### src/hdl/audio_cfg.svh
/* Audio path widths and compressor constants */

`ifndef AUDIO_CFG_SVH
`define AUDIO_CFG_SVH

// ===========================================================================
// Sample widths
// ===========================================================================

// FM samples and final audio outputs
`define SAMPLE_W 16
// SID voice-chip samples
`define SID_W 18

// ===========================================================================
// DigiMax
// ===========================================================================

`define DAC_W 8
`define DAC_CHANNELS 4
// Position of a DAC sum inside the mix
`define DAC_SHIFT 6

// Slope divisor above the knee
`define COMP_FACTOR 4
// Gain below the knee
`define COMP_GAIN 2

// Bit weight of the cassette tone
`define CASS_SHIFT 10

`endif
### src/hdl/audio_pkg.sv
/* Audio path types */

`include "audio_cfg.svh"

package audio_pkg;

	typedef logic signed [`SAMPLE_W-1:0] sample_t;
	typedef logic signed [`SID_W-1:0] sid_sample_t;
	// Sum of two DAC registers
	typedef logic [`DAC_W:0] dac_level_t;
	// 0 off, 1 IOE page, 2 and 3 IOF page
	typedef logic [1:0] digimax_mode_t;

	typedef struct packed {
		logic io_e;
		logic io_f;
		logic wr;
		logic [2:0] addr;
		logic [`DAC_W-1:0] data;
	} cpu_bus_t;

	typedef struct packed {sid_sample_t left; sid_sample_t right;} sid_pair_t;
	typedef struct packed {dac_level_t left; dac_level_t right;} dac_pair_t;
	typedef struct packed {sample_t left; sample_t right;} audio_pair_t;

	// Knee sits where both segments meet below full scale
	localparam int COMP_KNEE =
		((32767 * (`COMP_FACTOR - 1)) / ((`COMP_FACTOR * `COMP_GAIN) - 1)) + 1;
	localparam int COMP_BASE = COMP_KNEE * `COMP_GAIN;

endpackage

### src/hdl/c64_audio_top.sv
/* Audio output path top level */

`timescale 1ns/10ps

module c64_audio_top
	import audio_pkg::*;
(
	input  logic          clk_sys,
	input  logic          RESET,
	input  cpu_bus_t      bus_i,
	input  digimax_mode_t digimax_mode_i,
	input  sample_t       fm_i,
	input  sid_pair_t     sid_i,
	input  logic          cass_snd_i,
	output audio_pair_t   audio_o
);

	dac_pair_t dac_level;
	sample_t fm_comp;

	// ========================================================================
	// Sources
	// ========================================================================

	// CPU writes reach the mix five edges later
	digimax_dac digimax_dac_inst (
		.clk_sys (clk_sys),
		.RESET   (RESET),
		.bus_i   (bus_i),
		.mode_i  (digimax_mode_i),
		.dac_o   (dac_level)
	);

	fm_compressor fm_compressor_inst (
		.clk_sys (clk_sys),
		.RESET   (RESET),
		.fm_i    (fm_i),
		.fm_o    (fm_comp)
	);

	// ========================================================================
	// Final mix
	// ========================================================================

	// SID and cassette enter here directly
	audio_mixer audio_mixer_inst (
		.clk_sys (clk_sys),
		.RESET   (RESET),
		.fm_i    (fm_comp),
		.sid_i   (sid_i),
		.dac_i   (dac_level),
		.cass_i  (cass_snd_i),
		.audio_o (audio_o)
	);

endmodule

### src/hdl/audio_mixer.sv
/* Stereo audio mixer with saturation */

`timescale 1ns/10ps

`include "audio_cfg.svh"

module audio_mixer
	import audio_pkg::*;
(
	input  logic        clk_sys,
	input  logic        RESET,
	input  sample_t     fm_i,
	input  sid_pair_t   sid_i,
	input  dac_pair_t   dac_i,
	input  logic        cass_i,
	output audio_pair_t audio_o
);

	// One guard bit over the output width
	localparam int SUM_W = `SAMPLE_W + 1;
	localparam sample_t MAX_S = {1'b0, {(`SAMPLE_W-1){1'b1}}};
	localparam sample_t MIN_S = {1'b1, {(`SAMPLE_W-1){1'b0}}};

	typedef struct packed {
		logic [SUM_W-1:0] left;
		logic [SUM_W-1:0] right;
	} sum_pair_t;

	sum_pair_t sum_q;

	function automatic logic [SUM_W-1:0] side_sum(input sample_t fm,
		input sid_sample_t sid, input dac_level_t dac, input logic cass);
		logic [SUM_W-1:0] cass_term;
		cass_term = '0;
		cass_term[`CASS_SHIFT] = cass;
		side_sum = {fm[`SAMPLE_W-1], fm}
			+ {sid[`SID_W-1], sid[`SID_W-1:2]}
			+ {2'b00, dac, {`DAC_SHIFT{1'b0}}}
			+ cass_term;
	endfunction

	// Top two bits differ on overflow
	function automatic sample_t saturate(input logic [SUM_W-1:0] s);
		if (s[SUM_W-1] ^ s[SUM_W-2])
			saturate = s[SUM_W-1] ? MIN_S : MAX_S;
		else
			saturate = s[SUM_W-2:0];
	endfunction

	always_ff @(posedge clk_sys) begin
		if (RESET) begin
			sum_q <= '0;
			audio_o <= '0;
		end else begin
			sum_q.left <= side_sum(fm_i, sid_i.left, dac_i.left, cass_i);
			sum_q.right <= side_sum(fm_i, sid_i.right, dac_i.right, cass_i);
			audio_o.left <= saturate(sum_q.left);
			audio_o.right <= saturate(sum_q.right);
		end
	end

	a_sat_left: assert property (@(posedge clk_sys) disable iff (RESET)
		(^sum_q.left[SUM_W-1 -: 2]) |=>
		(audio_o.left == ($past(sum_q.left[SUM_W-1]) ? MIN_S : MAX_S)));

	a_sat_right: assert property (@(posedge clk_sys) disable iff (RESET)
		(^sum_q.right[SUM_W-1 -: 2]) |=>
		(audio_o.right == ($past(sum_q.right[SUM_W-1]) ? MIN_S : MAX_S)));

endmodule

### src/hdl/fm_compressor.sv
/* FM attenuation and soft compressor */

`timescale 1ns/10ps

`include "audio_cfg.svh"

module fm_compressor
	import audio_pkg::*;
(
	input  logic    clk_sys,
	input  logic    RESET,
	input  sample_t fm_i,
	output sample_t fm_o
);

	localparam logic [`SAMPLE_W-1:0] KNEE = COMP_KNEE[`SAMPLE_W-1:0];
	localparam logic [`SAMPLE_W-1:0] BASE = COMP_BASE[`SAMPLE_W-1:0];
	localparam logic [`SAMPLE_W-1:0] GAIN = `COMP_GAIN;
	localparam logic [`SAMPLE_W-1:0] FACTOR = `COMP_FACTOR;

	sample_t atten_q;

	// ========================================================================
	// Two-segment curve on the magnitude
	// ========================================================================

	function automatic sample_t compress(input sample_t x);
		logic [`SAMPLE_W-1:0] mag;
		logic [`SAMPLE_W-1:0] res;
		mag = x[`SAMPLE_W-1] ? (~x) + 1'b1 : x;
		if (mag < KNEE)
			res = mag * GAIN;
		else
			res = ((mag - KNEE) / FACTOR) + BASE;
		// Sign goes back on after the curve
		compress = x[`SAMPLE_W-1] ? (~res) + 1'b1 : res;
	endfunction

	// Stage 1 takes an eighth off the sample
	always_ff @(posedge clk_sys) begin
		if (RESET)
			atten_q <= '0;
		else
			atten_q <= fm_i - (fm_i >>> 3);
	end

	// Stage 2
	always_ff @(posedge clk_sys) begin
		if (RESET)
			fm_o <= '0;
		else
			fm_o <= compress(atten_q);
	end

	// Attenuation keeps the curve clear of the negative limit
	a_fm_range: assert property (@(posedge clk_sys) disable iff (RESET)
		fm_o != {1'b1, {(`SAMPLE_W-1){1'b0}}});

endmodule

### src/hdl/digimax_dac.sv
/* DigiMax four-channel sample DAC */

`timescale 1ns/10ps

`include "audio_cfg.svh"

module digimax_dac
	import audio_pkg::*;
(
	input  logic          clk_sys,
	input  logic          RESET,
	input  cpu_bus_t      bus_i,
	input  digimax_mode_t mode_i,
	output dac_pair_t     dac_o
);

	// Registered bus and the select levels one edge before it
	cpu_bus_t bus_q;
	logic io_e_prev;
	logic io_f_prev;

	// Watched page for the current mode
	logic sel_now;
	logic sel_prev;

	logic wr_stb;
	logic [2:0] wr_addr;
	logic [`DAC_W-1:0] wr_data;

	logic [`DAC_W-1:0] dac_reg [`DAC_CHANNELS];
	logic [`DAC_CHANNELS-1:0] act;

	function automatic dac_level_t add_ch(input logic [`DAC_W-1:0] a,
		input logic [`DAC_W-1:0] b);
		add_ch = {1'b0, a} + {1'b0, b};
	endfunction

	// ========================================================================
	// Write detection
	// ========================================================================

	always_ff @(posedge clk_sys) begin
		if (RESET) begin
			bus_q <= '0;
			io_e_prev <= 1'b0;
			io_f_prev <= 1'b0;
		end else begin
			bus_q <= bus_i;
			io_e_prev <= bus_q.io_e;
			io_f_prev <= bus_q.io_f;
		end
	end

	always_comb begin
		case (mode_i)
			2'd0: begin
				sel_now = 1'b0;
				sel_prev = 1'b0;
			end
			2'd1: begin
				sel_now = bus_q.io_e;
				sel_prev = io_e_prev;
			end
			default: begin
				sel_now = bus_q.io_f;
				sel_prev = io_f_prev;
			end
		endcase
	end

	// Address and data travel with the strobe
	always_ff @(posedge clk_sys) begin
		if (RESET) begin
			wr_stb <= 1'b0;
			wr_addr <= '0;
			wr_data <= '0;
		end else begin
			wr_stb <= sel_now & ~sel_prev & bus_q.wr;
			wr_addr <= bus_q.addr;
			wr_data <= bus_q.data;
		end
	end

	// ========================================================================
	// Register file and channel-mode guess
	// ========================================================================

	always_ff @(posedge clk_sys) begin
		if (RESET || mode_i == 2'd0) begin
			for (int i = 0; i < `DAC_CHANNELS; i++) begin
				dac_reg[i] <= '0;
			end
			act <= '0;
		end else if (wr_stb && !wr_addr[2]) begin
			dac_reg[wr_addr[1:0]] <= wr_data;
			if (wr_data != '0)
				act[wr_addr[1:0]] <= 1'b1;
		end
	end

	// Mono below 2, stereo at 2, four channels otherwise
	always_ff @(posedge clk_sys) begin
		if (RESET) begin
			dac_o <= '0;
		end else if (act < 2) begin
			dac_o.left <= add_ch(dac_reg[0], dac_reg[0]);
			dac_o.right <= add_ch(dac_reg[0], dac_reg[0]);
		end else if (act == 2) begin
			dac_o.left <= add_ch(dac_reg[1], dac_reg[1]);
			dac_o.right <= add_ch(dac_reg[0], dac_reg[0]);
		end else begin
			dac_o.left <= add_ch(dac_reg[1], dac_reg[2]);
			dac_o.right <= add_ch(dac_reg[0], dac_reg[3]);
		end
	end

	// Disabling the DAC forgets every channel seen so far
	a_act_cleared: assert property (@(posedge clk_sys) disable iff (RESET)
		(mode_i == 2'd0) |=> (act == '0));

endmodule

### config.mk
export PLATFORM = sky130hd
export DESIGN_NAME = c64_audio_top
export DESIGN_NICKNAME = d
export VERILOG_FILES = /design/src/hdl/audio_pkg.sv /design/src/hdl/c64_audio_top.sv /design/src/hdl/audio_mixer.sv /design/src/hdl/fm_compressor.sv /design/src/hdl/digimax_dac.sv
export VERILOG_INCLUDE_DIRS = /design/src /design/src/hdl
export SDC_FILE = /design/constraint.sdc
export NUM_CORES = 1
export LEC_CHECK = 0
export ABC_CLOCK_PERIOD_IN_PS = 8100
export BUFFER_PORTS_ARGS = -buffer_cell sky130_fd_sc_hd__buf_4
export CAP_MARGIN = 20
export CORE_MARGIN = 2
export CORE_UTILIZATION = 55
export DETAILED_ROUTE_END_ITERATION = 8
export PLACE_DENSITY = 0.83
export SYNTH_ARGS = -nofsm -noshare
export SYNTH_HDL_FRONTEND = slang
export SYNTH_SLANG_ARGS = --single-unit
### constraint.sdc
create_clock -name clk_sys -period 8.1 [get_ports clk_sys]
set_clock_uncertainty 0.1 [all_clocks]
set_input_delay 0.405 -clock clk_sys [delete_from_list [all_inputs] [get_ports clk_sys]]
set_output_delay 0.405 -clock clk_sys [all_outputs]
set_load 0.02 [all_outputs]
; After elaboration in Yosys (flattened, before gate mapping)
; Memories as Yosys holds them, arrays and structs flattened.
; Cells that the tools add are included.
[word_totals]
word_cells = 79
regBits = 148
ram_bits = 32
output_inout_bits = 32
mem_count = 1
[classes]
magnitude_cmp = 4
reduce_logical = 8
eq_ne = 2
bitwise_logic = 8
n_mux = 22
n_addsub = 15
[memory_table]
columns = name, depth, width, rd, rd_clocked_by_memory_dff, write_ports, line_no
row1 = digimax_dac_inst.dac_reg, 4, 8, 4, 0, 4, digimax_dac.sv:30  ; logic [`DAC_W-1:0] dac_reg [`DAC_CHANNELS];
[op_table]
columns = op, count
row1 = two-way mux 16 bit, 8
row2 = adder 8 x 8 -> 9 bit, 4
row3 = two-way mux 18 bit, 2
row4 = adder 16 x 16 -> 17 bit, 2
row5 = adder 17 x 11 -> 17 bit, 2
row6 = adder 17 x 15 -> 17 bit, 2
row7 = adder 16 x 1 -> 16 bit (second input constant), 2
row8 = inverter 16 bit, 2
row9 = adder 14 x 15 -> 16 bit (second input constant), 1
row10 = less-than comparator 16 x 14 -> 1 bit (second input constant), 1
row11 = subtractor 16 x 13 -> 16 bit, 1
row12 = subtractor 16 x 14 -> 16 bit (second input constant), 1
row13 = two-way mux 8 bit, 1
row14 = nonzero test 8 bit, 1
row15 = OR reduction 8 bit, 1
row16 = two-way mux 1 bit, 7
row17 = equality test 4 x 2 -> 1 bit (second input constant), 1
row18 = less-than comparator 4 x 2 -> 1 bit (second input constant), 1
row19 = OR 4 bit, 1
row20 = one-hot mux 1 bit (2 select lines), 2
row21 = less-than comparator 2 x 3 -> 1 bit (second input constant), 1
row22 = bitwise AND 1 bit, 2
row23 = demux 1 bit (select 2 bit), 1
row24 = equality test 2 x 1 -> 1 bit (second input constant), 1
row25 = other kinds (9), 11

; Depth between registers and ports, before layout
[logic_depth]
word_depth = 10
mapped_depth = 21
mapped_depth_nobuf = 21

; Modules after synthesis
; Synthesis repeated with hierarchy kept, for this count alone.
[unflattened]
cells_unflattened = 1275
hier_area_um2 = 11417.2
[modules_own_cells]
columns = mod, instances, cells_per_inst, area_each_um2, seq_area_each_um2
row1 = audio_mixer, 1, 492, 4393.0, 1321.3
row2 = digimax_dac, 1, 325, 3559.7, 1961.9
row3 = fm_compressor, 1, 458, 3464.6, 640.6

; Worst setup path after synthesis
; Ideal clock, no wire load.
[synth_path]
path_type = flip-flop to flip-flop
start = register fm_compressor_inst.atten_q[15]
end = register fm_compressor_inst.fm_o[12]
path_buffers = 3
setup_slack_ns = 3.562
stages_incl_launch_ff = 22
setup_ns = 0.072
arrival_ns = 4.366
required_ns = 7.928
cell_sequence = dfxtp_1 buf_2 buf_2 clkbuf_1 nand2_1 xnor2_1 ha_1 inv_1 o221ai_2 xnor2_1 ha_1 inv_1 a2111oi_0 a2111oi_0 a221oi_2 a21oi_1 mux2i_1 xor2_1 a22oi_1 or3_1 o31ai_2 mux2i_1
[synth_via]
elab_chain_len = 9
[synth_lines]
columns = item, line_no
row1 = "start, declared", fm_compressor.sv:21  ; sample_t atten_q;
row2 = "start signal, assigned", fm_compressor.sv:44  ; atten_q <= fm_i - (fm_i >>> 3);
row3 = inverter 16 bit, fm_compressor.sv:30  ; mag = x[`SAMPLE_W-1] ? (~x) + 1'b1 : x;
row4 = adder 16 x 1 -> 16 bit, fm_compressor.sv:30
row5 = two-way mux 16 bit, fm_compressor.sv:30
row6 = less-than comparator 16 x 14 -> 1 bit, fm_compressor.sv:31  ; if (mag < KNEE)
row7 = two-way mux 16 bit, fm_compressor.sv:31
row8 = two-way mux 16 bit, fm_compressor.sv:49  ; if (RESET)
row9 = inverter 16 bit, fm_compressor.sv:36  ; compress = x[`SAMPLE_W-1] ? (~res) + 1'b1 : res;
row10 = adder 16 x 1 -> 16 bit, fm_compressor.sv:36
row11 = two-way mux 16 bit (*), fm_compressor.sv:36
row12 = "end signal, assigned", fm_compressor.sv:52  ; fm_o <= compress(atten_q);
row13 = "end, declared", fm_compressor.sv:13  ; output sample_t fm_o
; Mark *: on every way between the ends. The rest lies on a longest branch, timed or not. The select of a mux whose other input is x is not followed.
; A chain may end at the register's enable or synchronous reset.

; Final worst setup path
; Same ends and word-level chain as after synthesis.

==> metrics.md <==
| Metric | Value |
|---|---|
| Mean Syn Cell Area | between 9 and 10 µm² |
| Sink Count | between 150 and 200 |
| Detail Placement HPWL | between 15 and 20 mm |
| CP max FO | 25 |
| Layout area overhead | 14.4% |
| Vias in the first global route | between 7k and 8k |
| DRT antenna net count | 0 |
| Hold Path Sink | digimax_dac_inst.bus_q[6] |
| Initial DRT Pass Iterations | 5 |
| Setup Crit Path Kind | flop to flop |
| Via count | 8151 |
| CP Launch Type | flop |
| Clk_lat worst skew | ~430 ps |
| Initial Util | a little under three fifths |
| Routability cong. | about 0.94 |
| Distinct cells, synth | 88 |
| Post-cts repair resize count | 0 |
| CTS tree | built |
| Post-synthesis sequential element count | 180 |
| Post-route DRC | 0 |
| Final Critical Period | about 5500 ps |
| Synth top area share | 27.6% |
| Post-synth EDFFs | 32 |
| Crit path DAT | around 5700 ps |
| GRT overflow | 0 |
| Worst hold path cell count | 2 |
| Status | finished clean |
| Number of flip-flops under the largest register name | 34 |
| IO Count | slightly above 100 |
| Final Hold Vio Count | 0 |
| Die Area | 0.0206 mm² |
| Iteration-0 DRC Markers | approximately 430 |
| Area contributors post-synth | dfxtp_1 28%, ha_1 12%, edfxtp_1 9.0%, fa_1 5.0%, a21oi_1 4.6% |
| Worst Tran Pin Value | approximately 1100 ps |
| RSZ-0062 raised after global routing | false |
| Layout cells sized above 1 | ~15% |
| Hold-fix buffers at CTS | 0 |
| Fmax | around 0.18 GHz |
| Mapped Area | 0.0107 mm² |
| CTS max path bufs | 2 |
| Clock Root Buffer | clkbuf_16 |
| Worst R2R End | fm_compressor_inst.fm_o[12] |
| WL final | about 22 mm |
| Max VDD drop | ~0.18 mV |
| First-pass GRT wire length | between 30 and 40 mm |
| R2R cell count | 20 |
| R2r setup slk | between 2000 and 3000 ps |
| H-tree levels | 4 |
| Slew headroom | between 20% and 30% |
| Antenna violations before repair | 0 |
| CP endpoint kind | flop |
| Via-to-Cell Ratio | around 5.4 |
| Placement row count | 51 |
| Min-delay src | bus_i[6] |
| Port buffer count | between 90 and 100 |
| Cell taking the most area after synthesis | dfxtp_1 |
| Routed len/inst | roughly 15 µm |
| Die span in y | between 100 and 150 µm |
| CP required | between 8000 and 9000 ps |
| Leak | roughly 5.5 nW |
| Post-synth top flop | dfxtp_1 |
| Clock-pin transition on the worst setup and hold timing paths | ~60 ps |
| Final setup viols | 0 |
| Max cap viols | 0 |
| FFs w/ async S/R, synth | 0% |
| Reg2reg start | fm_compressor_inst.atten_q[15] |
| Yosys Warn Count | 0 |
| Seq/Total Area, Yosys | between 30% and 40% |
| PwrDens | between 200 and 300 mW/mm² |
| Setup_tns | 0 ps |
| Net Count, Synth | ~1.4k |
| Post CTS Setup Buffer Count | 0 |
| Number of CTS-inserted buffers | 17 |
| Antenna cells | 0 |
| Worst Hold Class | primary input to flop |
| Max-slew violations | 0 |
| Final Core Density | between 60% and 70% |
| Core area | just under 0.02 mm² |
| Die width | approximately 140 µm |
| Largest net degree at the start of global routing | ~110 |
| Final cycle utilization of the critical path | 67.6% |
| GRT Resource Usage Total | approximately 22% |
| Post-synthesis instance total | around 1.2k |
| Nets | 1429 |
logic make-up (layout without fill, tap and decap cells):
kind of cell | after synthesis | in the layout | share of synthesized area, %
buffers and inverters | 115 | 203 | 4.30
AO/OA/AOI/OAI | 261 | 261 | 16.6
flip-flops | 180 | 180 | 36.6
adder cells (fa/ha/maj) | 132 | 132 | 17.3
AND/OR/NAND/NOR | 367 | 367 | 16.8
multiplexers | 24 | 24 | 2.47
XOR/XNOR | 72 | 72 | 5.95
critical path, cell delays in order, from the launching register on:
cell and delay, ps:
dfxtp_1 810, buf_4 410, nand2b_1 140, xnor2_1 340, inv_1 80, ha_1 200, inv_1 110, o221ai_2 200
xnor2_1 200, ha_1 280, inv_1 90, a2111oi_0 60, a2111oi_0 510, a221oi_2 90, a21oi_1 210, mux2i_1 230
xor2_1 190, a22oi_1 180, or3_1 480, o31ai_2 270, mux2i_1 200
final cells by class:
cell class / instances / area (µm²)
clock inverter: 13 / 184
multi-input combinational: 856 / 6360
tap: 265 / 332
inverter: 65 / 244
fill: 1590 / 7000
clock buffer: 19 / 443
timing repair buffer: 106 / 791
sequential: 180 / 3920
cell usage in the layout (no fill, tap or decap), drive strengths merged, types with 8 or more instances in the layout:
| cell | Yosys | layout |
|---|---|---|
| fa | 27 | 27 |
| nor2b | 47 | 47 |
| nor4 | 9 | 9 |
| a21o | 20 | 20 |
| nor2 | 120 | 120 |
| o21ai | 40 | 40 |
| nand2b | 9 | 9 |
| a21boi | 8 | 8 |
| or2 | 8 | 8 |
| nor3 | 29 | 29 |
| xor2 | 25 | 25 |
| nand3 | 8 | 8 |
| inv | 65 | 73 |
| edfxtp | 32 | 32 |
| a211oi | 8 | 8 |
| mux2i | 10 | 10 |
| ha | 105 | 105 |
| o31ai | 8 | 8 |
| mux2 | 14 | 14 |
| a21oi | 98 | 98 |
| buf | 12 | 104 |
| xnor2 | 47 | 47 |
| o211ai | 8 | 8 |
| nand2 | 94 | 94 |
| or3 | 10 | 10 |
| clkbuf | 38 | 21 |
| dfxtp | 148 | 148 |
| o21bai | 15 | 15 |
worst max path at each step:
stage	cells past startpoint	startpoint	end	slack, ps
6_report	20	fm_compressor_inst.atten_q[15]	fm_compressor_inst.fm_o[12]	2630
5_1_grt	20	fm_compressor_inst.atten_q[15]	fm_compressor_inst.fm_o[12]	2140
4_1_cts	20	fm_compressor_inst.atten_q[15]	fm_compressor_inst.fm_o[12]	2670
3_5_place_dp	20	fm_compressor_inst.atten_q[15]	fm_compressor_inst.fm_o[12]	2690
3_3_place_gp	17	fm_compressor_inst.atten_q[15]	fm_compressor_inst.fm_o[12]	2810
2_1_floorplan	21	fm_compressor_inst.atten_q[15]	fm_compressor_inst.fm_o[12]	3560
through the flow:
| stage | setup WS, ps | hold WS, ps | instance area, µm² | instances | power, W |
|---|---|---|---|---|---|
| after floorplan | 3560 | 314 | 10700 | 1151 | 0.00228 |
| after global placement | 2810 | 323 | 11600 | 1468 | 0.00258 |
| after detailed placement | 2690 | 324 | 11600 | 1468 | 0.00262 |
| after CTS | 2670 | 72.7 | 12200 | 1500 | 0.00351 |
| after global routing | 2140 | 69.5 | 12300 | 1504 | 0.00375 |
| final | 2630 | 82.6 | 12300 | 1504 | 0.00349 |
power breakdown:
part	total, W	switching, W	internal (W)
combinational	0.00144	0.000819	0.000616
sequential	0.00120	0.000102	0.00110
clock	0.000859	0.000354	0.000505
total	0.00349	0.00128	0.00222
layer usage:
layer | global-route usage, % | wire (µm) | part of all wire [%] | up-vias
li1 | - | - | - | 4185
met1 | 28.2 | 9830 | 45 | 3715
met2 | 37.4 | 10600 | 48 | 222
met3 | 4.13 | 986 | 4.5 | 29
met4 | 8.41 | 485 | 2.2 | 0
met5 | 0 | 0 | 0 | -
cell usage after synthesis, types with 7 or more instances:
library cell / number
dfxtp_1: 148
nor2_1: 119
ha_1: 105
a21oi_1: 98
nand2_1: 93
inv_1: 65
nor2b_1: 47
xnor2_1: 47
clkbuf_1: 38
o21ai_0: 37
edfxtp_1: 32
fa_1: 27
nor3_1: 27
xor2_1: 24
a21o_1: 20
o21bai_1: 15
mux2_2: 11
mux2i_1: 10
nand2b_1: 9
or3_1: 9
nand3_1: 8
nor4_1: 8
a21boi_0: 7
o211ai_1: 7
o31ai_1: 7
or2_2: 7
Note: power is estimated with default switching activity, not from simulation.
